<file path="src/hdl/core_cfg_pkg.sv">
// core configuration shared by the pipeline stages
// ALU operation encoding and instruction word sizes
package core_cfg_pkg;

    localparam int INSTR_W     = 32;
    localparam int INSTR_BYTES = INSTR_W / 8;

    localparam int ALU_OP_W = 3;

    typedef enum logic [ALU_OP_W-1:0] {
        ALU_ADD    = 3'd0,
        ALU_SUB    = 3'd1,
        ALU_AND    = 3'd2,
        ALU_OR     = 3'd3,
        ALU_XOR    = 3'd4,
        ALU_SLL    = 3'd5,
        ALU_PASS_B = 3'd6
    } alu_op_e;

endpackage

</file>
<file path="src/hdl/isa_pkg.sv">
// instruction set of the mini core
// fixed 32-bit format: opcode, rd, rs1, rs2 and a 16-bit immediate
package isa_pkg;

    // opcode field, top nibble of the word
    localparam int OPCODE_LSB = 28;
    localparam int OPCODE_W   = 4;

    // register index fields
    localparam int REG_IDX_W = 4;
    localparam int RD_LSB    = 24;
    localparam int RS1_LSB   = 20;
    localparam int RS2_LSB   = 16;

    // immediate sits in the low half of the word
    localparam int IMM_LSB = 0;
    localparam int IMM_W   = 16;

    // architectural registers, r0 hardwired to zero
    localparam int NUM_REGS = 16;

    // opcodes 8 to 15 are illegal
    typedef enum logic [OPCODE_W-1:0] {
        OP_ADD  = 4'h0,
        OP_SUB  = 4'h1,
        OP_AND  = 4'h2,
        OP_OR   = 4'h3,
        OP_XOR  = 4'h4,
        OP_SLL  = 4'h5,
        OP_ADDI = 4'h6,
        OP_LUI  = 4'h7
    } opcode_e;

endpackage
</file>
<file path="src/hdl/mini_core.sv">
// mini core top level
// fetch, decode, execute and result stages in a stall-free pipeline
module mini_core import isa_pkg::*; import core_cfg_pkg::*; #(
    parameter int DATA_WIDTH      = 32,
    parameter int ADDR_WIDTH      = 32,
    parameter int MAX_OUTSTANDING = 2
) (
    input  logic                  clk_i,
    input  logic                  reset_i,
    input  logic                  fetch_enable_i,
    input  logic [ADDR_WIDTH-1:0] boot_addr_i,

    output logic                  instr_req_o,
    output logic [ADDR_WIDTH-1:0] instr_addr_o,
    input  logic                  instr_gnt_i,
    input  logic                  instr_rvalid_i,
    input  logic [INSTR_W-1:0]    instr_rdata_i,

    output logic                  wb_valid_o,
    output logic [REG_IDX_W-1:0]  wb_rd_o,
    output logic [DATA_WIDTH-1:0] wb_data_o,
    output logic                  illegal_o
);

    logic                  fetch_valid;
    logic [INSTR_W-1:0]    fetch_instr;

    logic [REG_IDX_W-1:0]  rf_raddr_a;
    logic [REG_IDX_W-1:0]  rf_raddr_b;
    logic [DATA_WIDTH-1:0] rf_rdata_a;
    logic [DATA_WIDTH-1:0] rf_rdata_b;

    logic                  dec_valid;
    alu_op_e               dec_op;
    logic [REG_IDX_W-1:0]  dec_rd;
    logic [DATA_WIDTH-1:0] dec_a;
    logic [DATA_WIDTH-1:0] dec_b;
    logic                  dec_illegal;

    logic                  ex_valid;
    logic [REG_IDX_W-1:0]  ex_rd;
    logic [DATA_WIDTH-1:0] ex_result;
    logic                  ex_illegal;

    // write port, also a forwarding source
    logic                  wb_we;
    logic [REG_IDX_W-1:0]  wb_waddr;
    logic [DATA_WIDTH-1:0] wb_wdata;

    instr_fetch #(
        .ADDR_WIDTH      ( ADDR_WIDTH      ),
        .MAX_OUTSTANDING ( MAX_OUTSTANDING )
    ) fetch0 (
        .clk_i          ( clk_i          ),
        .reset_i        ( reset_i        ),
        .fetch_enable_i ( fetch_enable_i ),
        .boot_addr_i    ( boot_addr_i    ),
        .instr_req_o    ( instr_req_o    ),
        .instr_addr_o   ( instr_addr_o   ),
        .instr_gnt_i    ( instr_gnt_i    ),
        .instr_rvalid_i ( instr_rvalid_i ),
        .instr_rdata_i  ( instr_rdata_i  ),
        .fetch_valid_o  ( fetch_valid    ),
        .fetch_instr_o  ( fetch_instr    )
    );

    instr_decode #(
        .DATA_WIDTH ( DATA_WIDTH )
    ) decode0 (
        .clk_i         ( clk_i       ),
        .reset_i       ( reset_i     ),
        .fetch_valid_i ( fetch_valid ),
        .fetch_instr_i ( fetch_instr ),
        .rf_raddr_a_o  ( rf_raddr_a  ),
        .rf_raddr_b_o  ( rf_raddr_b  ),
        .rf_rdata_a_i  ( rf_rdata_a  ),
        .rf_rdata_b_i  ( rf_rdata_b  ),
        .ex_valid_i    ( ex_valid    ),
        .ex_rd_i       ( ex_rd       ),
        .ex_result_i   ( ex_result   ),
        .wb_we_i       ( wb_we       ),
        .wb_waddr_i    ( wb_waddr    ),
        .wb_wdata_i    ( wb_wdata    ),
        .dec_valid_o   ( dec_valid   ),
        .dec_op_o      ( dec_op      ),
        .dec_rd_o      ( dec_rd      ),
        .dec_a_o       ( dec_a       ),
        .dec_b_o       ( dec_b       ),
        .dec_illegal_o ( dec_illegal )
    );

    alu_execute #(
        .DATA_WIDTH ( DATA_WIDTH )
    ) execute0 (
        .clk_i         ( clk_i       ),
        .reset_i       ( reset_i     ),
        .dec_valid_i   ( dec_valid   ),
        .dec_op_i      ( dec_op      ),
        .dec_rd_i      ( dec_rd      ),
        .dec_a_i       ( dec_a       ),
        .dec_b_i       ( dec_b       ),
        .dec_illegal_i ( dec_illegal ),
        .ex_valid_o    ( ex_valid    ),
        .ex_rd_o       ( ex_rd       ),
        .ex_result_o   ( ex_result   ),
        .ex_illegal_o  ( ex_illegal  )
    );

    result_writeback #(
        .DATA_WIDTH ( DATA_WIDTH )
    ) result0 (
        .clk_i        ( clk_i      ),
        .reset_i      ( reset_i    ),
        .ex_valid_i   ( ex_valid   ),
        .ex_rd_i      ( ex_rd      ),
        .ex_result_i  ( ex_result  ),
        .ex_illegal_i ( ex_illegal ),
        .rf_raddr_a_i ( rf_raddr_a ),
        .rf_raddr_b_i ( rf_raddr_b ),
        .rf_rdata_a_o ( rf_rdata_a ),
        .rf_rdata_b_o ( rf_rdata_b ),
        .wb_we_o      ( wb_we      ),
        .wb_waddr_o   ( wb_waddr   ),
        .wb_wdata_o   ( wb_wdata   ),
        .wb_valid_o   ( wb_valid_o ),
        .wb_rd_o      ( wb_rd_o    ),
        .wb_data_o    ( wb_data_o  ),
        .illegal_o    ( illegal_o  )
    );

endmodule

</file>
<file path="src/hdl/result_writeback.sv">
// result stage
// registers the retire report, which doubles as the register file
// write port one cycle later; owns the register file itself
module result_writeback import isa_pkg::*; #(
    parameter int DATA_WIDTH = 32
) (
    input  logic                  clk_i,
    input  logic                  reset_i,
    input  logic                  ex_valid_i,
    input  logic [REG_IDX_W-1:0]  ex_rd_i,
    input  logic [DATA_WIDTH-1:0] ex_result_i,
    input  logic                  ex_illegal_i,

    input  logic [REG_IDX_W-1:0]  rf_raddr_a_i,
    input  logic [REG_IDX_W-1:0]  rf_raddr_b_i,
    output logic [DATA_WIDTH-1:0] rf_rdata_a_o,
    output logic [DATA_WIDTH-1:0] rf_rdata_b_o,

    output logic                  wb_we_o,
    output logic [REG_IDX_W-1:0]  wb_waddr_o,
    output logic [DATA_WIDTH-1:0] wb_wdata_o,

    output logic                  wb_valid_o,
    output logic [REG_IDX_W-1:0]  wb_rd_o,
    output logic [DATA_WIDTH-1:0] wb_data_o,
    output logic                  illegal_o
);

    logic [DATA_WIDTH-1:0] regs_q [NUM_REGS];
    logic                  wb_valid_q;
    logic                  illegal_q;
    logic [REG_IDX_W-1:0]  wb_rd_q;
    logic [DATA_WIDTH-1:0] wb_data_q;

    // writes to r0 retire silently
    always_ff @(posedge clk_i) begin
        if (reset_i) begin
            wb_valid_q <= 1'b0;
            illegal_q  <= 1'b0;
        end else begin
            wb_valid_q <= ex_valid_i && (ex_rd_i != '0);
            illegal_q  <= ex_illegal_i;
        end
        if (ex_valid_i || ex_illegal_i) begin
            wb_rd_q <= ex_rd_i;
        end
        if (ex_valid_i) begin
            wb_data_q <= ex_result_i;
        end
    end

    // register file, cleared so every register reads zero after reset
    always_ff @(posedge clk_i) begin
        if (reset_i) begin
            for (int i = 0; i < NUM_REGS; i++) begin
                regs_q[i] <= '0;
            end
        end else if (wb_valid_q) begin
            regs_q[wb_rd_q] <= wb_data_q;
        end
    end

    assign rf_rdata_a_o = regs_q[rf_raddr_a_i];
    assign rf_rdata_b_o = regs_q[rf_raddr_b_i];

    assign wb_we_o    = wb_valid_q;
    assign wb_waddr_o = wb_rd_q;
    assign wb_wdata_o = wb_data_q;

    assign wb_valid_o = wb_valid_q;
    assign wb_rd_o    = wb_rd_q;
    assign wb_data_o  = wb_data_q;
    assign illegal_o  = illegal_q;

endmodule

</file>
<file path="src/hdl/alu_execute.sv">
// execute stage
// computes one ALU operation per cycle and registers the result
// together with the destination register and the illegal flag
module alu_execute import isa_pkg::*; import core_cfg_pkg::*; #(
    parameter int DATA_WIDTH = 32
) (
    input  logic                  clk_i,
    input  logic                  reset_i,
    input  logic                  dec_valid_i,
    input  alu_op_e               dec_op_i,
    input  logic [REG_IDX_W-1:0]  dec_rd_i,
    input  logic [DATA_WIDTH-1:0] dec_a_i,
    input  logic [DATA_WIDTH-1:0] dec_b_i,
    input  logic                  dec_illegal_i,

    output logic                  ex_valid_o,
    output logic [REG_IDX_W-1:0]  ex_rd_o,
    output logic [DATA_WIDTH-1:0] ex_result_o,
    output logic                  ex_illegal_o
);

    localparam int SHAMT_W = $clog2(DATA_WIDTH);

    logic [DATA_WIDTH-1:0] alu_result;
    logic                  ex_valid_q;
    logic                  ex_illegal_q;
    logic [REG_IDX_W-1:0]  ex_rd_q;
    logic [DATA_WIDTH-1:0] ex_result_q;

    always_comb begin
        case (dec_op_i)
            ALU_ADD:    alu_result = dec_a_i + dec_b_i;
            ALU_SUB:    alu_result = dec_a_i - dec_b_i;
            ALU_AND:    alu_result = dec_a_i & dec_b_i;
            ALU_OR:     alu_result = dec_a_i | dec_b_i;
            ALU_XOR:    alu_result = dec_a_i ^ dec_b_i;
            // only the low log2(width) bits of b count
            ALU_SLL:    alu_result = dec_a_i << dec_b_i[SHAMT_W-1:0];
            ALU_PASS_B: alu_result = dec_b_i;
            default:    alu_result = '0;
        endcase
    end

    always_ff @(posedge clk_i) begin
        if (reset_i) begin
            ex_valid_q   <= 1'b0;
            ex_illegal_q <= 1'b0;
        end else begin
            ex_valid_q   <= dec_valid_i;
            ex_illegal_q <= dec_illegal_i;
        end
        if (dec_valid_i || dec_illegal_i) begin
            ex_rd_q <= dec_rd_i;
        end
        if (dec_valid_i) begin
            ex_result_q <= alu_result;
        end
    end

    assign ex_valid_o   = ex_valid_q;
    assign ex_illegal_o = ex_illegal_q;
    assign ex_rd_o      = ex_rd_q;
    assign ex_result_o  = ex_result_q;

endmodule

</file>
<file path="src/hdl/instr_decode.sv">
// decode stage
// registers the fetched word, splits it, reads operands with forwarding
// from execute and writeback, and flags unknown opcodes
module instr_decode import isa_pkg::*; import core_cfg_pkg::*; #(
    parameter int DATA_WIDTH = 32
) (
    input  logic                  clk_i,
    input  logic                  reset_i,
    input  logic                  fetch_valid_i,
    input  logic [INSTR_W-1:0]    fetch_instr_i,

    output logic [REG_IDX_W-1:0]  rf_raddr_a_o,
    output logic [REG_IDX_W-1:0]  rf_raddr_b_o,
    input  logic [DATA_WIDTH-1:0] rf_rdata_a_i,
    input  logic [DATA_WIDTH-1:0] rf_rdata_b_i,

    input  logic                  ex_valid_i,
    input  logic [REG_IDX_W-1:0]  ex_rd_i,
    input  logic [DATA_WIDTH-1:0] ex_result_i,
    input  logic                  wb_we_i,
    input  logic [REG_IDX_W-1:0]  wb_waddr_i,
    input  logic [DATA_WIDTH-1:0] wb_wdata_i,

    output logic                  dec_valid_o,
    output alu_op_e               dec_op_o,
    output logic [REG_IDX_W-1:0]  dec_rd_o,
    output logic [DATA_WIDTH-1:0] dec_a_o,
    output logic [DATA_WIDTH-1:0] dec_b_o,
    output logic                  dec_illegal_o
);

    logic                  instr_valid_q;
    logic [INSTR_W-1:0]    instr_q;
    opcode_e               opcode;
    logic [IMM_W-1:0]      imm;
    logic [DATA_WIDTH-1:0] op_a;
    logic [DATA_WIDTH-1:0] op_b;
    logic                  illegal;

    always_ff @(posedge clk_i) begin
        if (reset_i) begin
            instr_valid_q <= 1'b0;
        end else begin
            instr_valid_q <= fetch_valid_i;
        end
        if (fetch_valid_i) begin
            instr_q <= fetch_instr_i;
        end
    end

    assign opcode       = opcode_e'(instr_q[OPCODE_LSB +: OPCODE_W]);
    assign imm          = instr_q[IMM_LSB +: IMM_W];
    assign rf_raddr_a_o = instr_q[RS1_LSB +: REG_IDX_W];
    assign rf_raddr_b_o = instr_q[RS2_LSB +: REG_IDX_W];

    // newest value wins: execute, then the pending write, then the file
    function automatic logic [DATA_WIDTH-1:0] read_operand(
        input logic [REG_IDX_W-1:0]  idx,
        input logic [DATA_WIDTH-1:0] rf_val
    );
        logic [DATA_WIDTH-1:0] val;
        if (idx == '0) begin
            val = '0;
        end else if (ex_valid_i && ex_rd_i == idx) begin
            val = ex_result_i;
        end else if (wb_we_i && wb_waddr_i == idx) begin
            val = wb_wdata_i;
        end else begin
            val = rf_val;
        end
        return val;
    endfunction

    always_comb begin
        op_a     = read_operand(rf_raddr_a_o, rf_rdata_a_i);
        op_b     = read_operand(rf_raddr_b_o, rf_rdata_b_i);
        dec_op_o = ALU_ADD;
        dec_b_o  = op_b;
        illegal  = 1'b0;
        case (opcode)
            OP_ADD: dec_op_o = ALU_ADD;
            OP_SUB: dec_op_o = ALU_SUB;
            OP_AND: dec_op_o = ALU_AND;
            OP_OR:  dec_op_o = ALU_OR;
            OP_XOR: dec_op_o = ALU_XOR;
            OP_SLL: dec_op_o = ALU_SLL;
            OP_ADDI: begin
                dec_op_o = ALU_ADD;
                dec_b_o  = {{(DATA_WIDTH-IMM_W){imm[IMM_W-1]}}, imm};
            end
            OP_LUI: begin
                // upper half of the low word, zero below
                dec_op_o = ALU_PASS_B;
                dec_b_o  = DATA_WIDTH'({imm, {IMM_W{1'b0}}});
            end
            default: illegal = 1'b1;
        endcase
    end

    assign dec_valid_o   = instr_valid_q && !illegal;
    assign dec_illegal_o = instr_valid_q && illegal;
    assign dec_rd_o      = instr_q[RD_LSB +: REG_IDX_W];
    assign dec_a_o       = op_a;

endmodule

</file>
<file path="src/hdl/instr_fetch.sv">
// instruction fetch stage
// issues req/gnt requests from boot_addr_i upward, keeps up to
// MAX_OUTSTANDING in flight and latches each returned word
module instr_fetch import core_cfg_pkg::*; #(
    parameter int ADDR_WIDTH      = 32,
    parameter int MAX_OUTSTANDING = 2
) (
    input  logic                  clk_i,
    input  logic                  reset_i,
    input  logic                  fetch_enable_i,
    input  logic [ADDR_WIDTH-1:0] boot_addr_i,

    output logic                  instr_req_o,
    output logic [ADDR_WIDTH-1:0] instr_addr_o,
    input  logic                  instr_gnt_i,
    input  logic                  instr_rvalid_i,
    input  logic [INSTR_W-1:0]    instr_rdata_i,

    output logic                  fetch_valid_o,
    output logic [INSTR_W-1:0]    fetch_instr_o
);

    localparam int CNT_W = $clog2(MAX_OUTSTANDING + 1);

    logic                  started_q;
    logic [ADDR_WIDTH-1:0] pc_q;
    logic [CNT_W-1:0]      outstanding_q;
    logic                  req_accept;
    logic                  fetch_valid_q;
    logic [INSTR_W-1:0]    fetch_instr_q;

    // throttle once the response queue of the memory is full
    assign instr_req_o  = started_q && (outstanding_q < CNT_W'(MAX_OUTSTANDING));
    assign instr_addr_o = pc_q;
    assign req_accept   = instr_req_o && instr_gnt_i;

    // enable is sticky, fetching runs until the next reset
    always_ff @(posedge clk_i) begin
        if (reset_i) begin
            started_q <= 1'b0;
            pc_q      <= '0;
        end else begin
            if (fetch_enable_i) begin
                started_q <= 1'b1;
            end
            // pc tracks the boot address until the first request goes out
            if (!started_q) begin
                pc_q <= boot_addr_i;
            end else if (req_accept) begin
                pc_q <= pc_q + ADDR_WIDTH'(INSTR_BYTES);
            end
        end
    end

    // granted but not yet answered requests
    always_ff @(posedge clk_i) begin
        if (reset_i) begin
            outstanding_q <= '0;
        end else begin
            case ({req_accept, instr_rvalid_i})
                2'b10:   outstanding_q <= outstanding_q + 1'b1;
                2'b01:   outstanding_q <= outstanding_q - 1'b1;
                default: outstanding_q <= outstanding_q;
            endcase
        end
    end

    // fetch latch, one pulse per returned word
    always_ff @(posedge clk_i) begin
        if (reset_i) begin
            fetch_valid_q <= 1'b0;
        end else begin
            fetch_valid_q <= instr_rvalid_i;
        end
        if (instr_rvalid_i) begin
            fetch_instr_q <= instr_rdata_i;
        end
    end

    assign fetch_valid_o = fetch_valid_q;
    assign fetch_instr_o = fetch_instr_q;

endmodule

</file>
<file path="config.mk">
export PLATFORM = sky130hd
export DESIGN_NAME = mini_core
export DESIGN_NICKNAME = d
export VERILOG_FILES = /design/src/hdl/core_cfg_pkg.sv /design/src/hdl/isa_pkg.sv /design/src/hdl/mini_core.sv /design/src/hdl/result_writeback.sv /design/src/hdl/alu_execute.sv /design/src/hdl/instr_decode.sv /design/src/hdl/instr_fetch.sv
export SDC_FILE = /design/constraint.sdc
export NUM_CORES = 2
export LEC_CHECK = 0
export ABC_CLOCK_PERIOD_IN_PS = 12400
export BUFFER_PORTS_ARGS = -buffer_cell sky130_fd_sc_hd__buf_2
export CORE_MARGIN = 5
export CORE_UTILIZATION = 55
export DETAILED_ROUTE_END_ITERATION = 8
export PLACE_DENSITY = 0.72
export SETUP_SLACK_MARGIN = 0.1
export SLEW_MARGIN = 10
export SYNTH_ARGS = -nofsm -noshare
export SYNTH_HDL_FRONTEND = slang
export SYNTH_SLANG_ARGS = --single-unit
</file>
<file path="constraint.sdc">
create_clock -name clk_i -period 12.4 [get_ports clk_i]
set_clock_uncertainty 0.2 [all_clocks]
set_input_delay 0.62 -clock clk_i [delete_from_list [all_inputs] [get_ports clk_i]]
set_output_delay 0.62 -clock clk_i [all_outputs]
set_load 0.01 [all_outputs]
</file>
==> summary.txt <==
Timing
  • Fmax: 118 MHz
  • Final hold slack: 16.8 ps
  • Rel. slew slack: 13.8%
  • Final Hold Viols: 0
  • Post-route minimum period: 8460 ps
  • Final setup TNS: 0 ps
  • Fin crit share: ~70%
  • RSZ-0062 raised after global routing: false
  • Setup violators final: 0
  • Slew Limit Fails: 0
  • Slew @ Worst Pin: 1280 ps

Yosys
  • Cell variety after synth: between 90 and 100
  • XOR/XNOR share of the synthesized area: 1.87%
  • Yosys synthesis warning count: 0
  • Share of the synthesized area in the top cell type: 47.3%
  • Most numerous cell types in the synthesized netlist: edfxtp_1 (648), and2_1 (397), mux4_2 (243), clkbuf_1 (176), nor2_1 (162)
  • Main combinational cell family by area after synthesis: multiplexers
  • Post-synthesis async set-or-reset flop share: 0%
  • Post-synthesis sequential area ratio: 49.7%
  • Post-synthesis mux area share: 17.3%
  • Gate Count Post-Synth: 3258
  • Dominant cell type by area after synthesis: edfxtp_1
  • Synth Area in Simple Gates: about 14%
  • Adder-cell area share of the yosys netlist: 2.94%
  • FF+latch count, synth: 697
  • Synth Flop Type: edfxtp_1
  • Post-synth EDFFs: 648
  • Syn_nets: between 3000 and 4000
  • Syn Area/Cell: between 10 and 15 um^2
  • Area contributors post-synth: edfxtp_1 (47%), mux4_2 (13%), and2_1 (6.0%)
  • Synth Cell Area: 41200 um^2
  • Compound-gate portion of the synthesized area: 9.82%
  • Top-count cell post-synth: edfxtp_1

Power
  • Total Power: 6.82 mW
  • Pwr dens: 151 nW/um^2
  • Leakage: 16.5 nW
  • Maximum VDD drop: 161 uV

Floorplan
  • Full die area: about 80000 um^2
  • Core Footprint: 74300 um^2
  • Die W: 284 um
  • Starting density of the core: a little under three fifths
  • Number of cell rows: 100
  • Die Y: 284 um
  • I/O pin count: 140

Critical path
  • CP endpoint kind: flop
  • FF-to-FF setup slack: roughly 4000 ps
  • Worst EP required: 12530 ps
  • WS Path Type: reg2reg
  • Crit-path cells: buf_4, mux4_2, a22oi_1, nand2_1, nand3_1, nand2_4, inv_2, ha_1, nand4_1, nor2_1, nor2_1, xnor2_1, ha_1, nand4_1, a2111oi_0, nor4_1, o21a_1, o21ai_0, a31oi_1, xnor2_1, a221oi_1, o21ai_0
  • R2R depth: 22
  • CP Max Fanout: 59
  • Arrival @ worst endpoint: 8590 ps
  • Slowest-stage cell, CP: a2111oi_0
  • Reg2Reg Capture Point: execute0.ex_result_o[25]
  • Slowest stage delay, CP: 930 ps
  • CP Launch Type: flop

Hold path
  • Hold Path Depth: 3
  • Hold WC Path Type: in2reg
  • Hold endpoint: fetch0.started_q
  • Hold Path Origin: fetch_enable_i

Placed design
  • GPL Wtd Cong: 0.999
  • Count of port buffers added during placement: 139
  • Hpwl dp: between 90000 and 100000 um

Drt
  • 1st-iter DRT viols: roughly 5000
  • Final antenna-violating net count: 0
  • Drc violations: 0
  • Final wirelength: 151000 um
  • Via count: 31500
  • First-pass iteration count of the detailed router: 7
  • Routed wire length per instance: approximately 35 um
  • Vias/cell: 7.24

CTS
  • CTS H-tree depth: 3
  • TritonCTS clock tree: yes
  • # clock sinks: 697
  • Root Buffer: clkbuf_16
  • CTS Buf Count: 76
  • Reg clk slew, reported paths: 70 ps
  • Clock latency on the worst-skew pair: 650 ps
  • PostCTS Resize Cnt: 0
  • CTS max path bufs: 3

Global routing
  • First-pass GRT wire length: 216000 um
  • Vias in the first global route: 31400
  • Antenna violations before repair: 9
  • Largest net degree at the start of global routing: a little under 100
  • Congestion Overflow GR: 0
  • Total GRT Usage: a little over a third

Layout
  • Share of layout cells above drive strength 1: 20.2%
  • # fillers: 5752
  • Fin util: roughly three fifths
  • Area Overhead vs Synth: 9.93%
  • Nets: 3481

Flow run
  • Maxcap violations: 0

Run status
  • Status: finished clean
[worst max path at each step]
stage | slack [ps] | depth (start not counted) | end | from
6_report | 3940 | 22 | execute0.ex_result_o[25] | flop
5_1_grt | 3570 | 22 | execute0.ex_result_o[30] | flop
3_5_place_dp | 4230 | 22 | execute0.ex_result_o[30] | flop
4_1_cts | 4170 | 22 | execute0.ex_result_o[30] | flop
2_1_floorplan | 6100 | 24 | execute0.ex_result_o[30] | execute0.ex_valid_o
3_3_place_gp | 4270 | 22 | execute0.ex_result_o[30] | flop
[area by class of cell]
type | count | area (um^2) | area share (%)
clock inverter | 43 | 432 | 0.954
inverter | 95 | 357 | 0.788
multi-input combinational | 2197 | 19200 | 42.4
antenna | 7 | 17.5 | 0.0387
clock buffer | 91 | 1990 | 4.40
sequential | 697 | 20500 | 45.2
tap | 969 | 1210 | 2.68
timing repair buffer | 249 | 1610 | 3.56
[logic make-up (layout without fill, tap and decap cells)]
kind of cell / count (synthesis) / in the layout
AND/OR/NAND/NOR: 1080 / 1080
buffers and inverters: 364 / 478
multiplexers: 366 / 366
other: 0 / 7
AO/OA/AOI/OAI: 567 / 567
adder cells (fa/ha/maj): 96 / 96
XOR/XNOR: 88 / 88
flip-flops: 697 / 697
[critical path: cells and delay by family (launching register included)]
kind                       cells  cell delay (ps)
adders and majority gates      2              730
and+or+nand+nor                8             1800
AOI/OAI and AO/OA              7             2370
xor gates and xnor gates       2              300
DFF                            1              840
buffers and inverters          2             1400
muxes                          1              420
[metal layers]
metal / vias to the layer above / track usage (%) / wire (um)
li1: 12700 / - / -
met1: 15600 / 48.4 / 53500
met2: 2628 / 55.1 / 66900
met3: 518 / 10.1 / 20600
met4: 2 / 19.8 / 9730
met5: - / 0 / 154
[registers in the layout, summed over array words and instances (netlist names), named ones only]
name / cells
execute0.ex_rd_o: 4
result0.regs_q: 512
decode0.instr_valid_q: 1
fetch0.instr_addr_o: 32
execute0.ex_valid_o: 1
result0.wb_data_o: 32
fetch0.fetch_instr_o: 32
fetch0.outstanding_q: 2
result0.illegal_o: 1
fetch0.fetch_valid_o: 1
execute0.ex_result_o: 32
execute0.ex_illegal_o: 1
fetch0.started_q: 1
decode0.instr_q: 32
result0.wb_rd_o: 4
result0.wb_valid_o: 1
[cells in the final DEF (no fill, tap or decap), drive strengths merged, types with 20 or more instances in the layout]
master	synthesis	routed
edfxtp	648	648
and2	397	397
mux4	266	266
buf	93	219
nor2	162	162
nand2	158	158
nor3	126	126
a21oi	101	101
ha	95	95
o21ai	94	94
clkbuf	176	91
inv	85	87
mux2i	77	77
xnor2	62	62
a22oi	57	57
nand3	53	53
nor4	50	50
dfxtp	49	49
a221oi	47	47
clkinv	10	45
a211oi	40	40
dlygate4sd3	0	30
xor2	26	26
o211ai	26	26
nor2b	23	23
mux2	23	23
a21o	22	22
or2	22	22
and3	20	20
[stage by stage]
| stage | instances | area [um^2] | worst slack [ps] |
|---|---|---|---|
| 6_report | 4348 | 45200 | 3940 |
| 5_1_grt | 4343 | 45200 | 3570 |
| 4_1_cts | 4341 | 45200 | 4170 |
| 3_5_place_dp | 4177 | 42500 | 4230 |
| 3_3_place_gp | 4177 | 42500 | 4270 |
| 2_1_floorplan | 3258 | 41200 | 6100 |
[power by group]
part / leakage [nW] / internal, mW / switching [mW]
logic: 8.34 / 0.667 / 1.09
registers: 6.95 / 2.69 / 0.119
clock network: 1.18 / 1.28 / 0.977
total: 16.5 / 4.63 / 2.19
[repair_timing]
item                      4_1_cts  5_1_grt
hold endpoints to repair       30        0
buffers inserted                0        0
hold buffers                   30        0
Power figures use the tool's default switching activity.
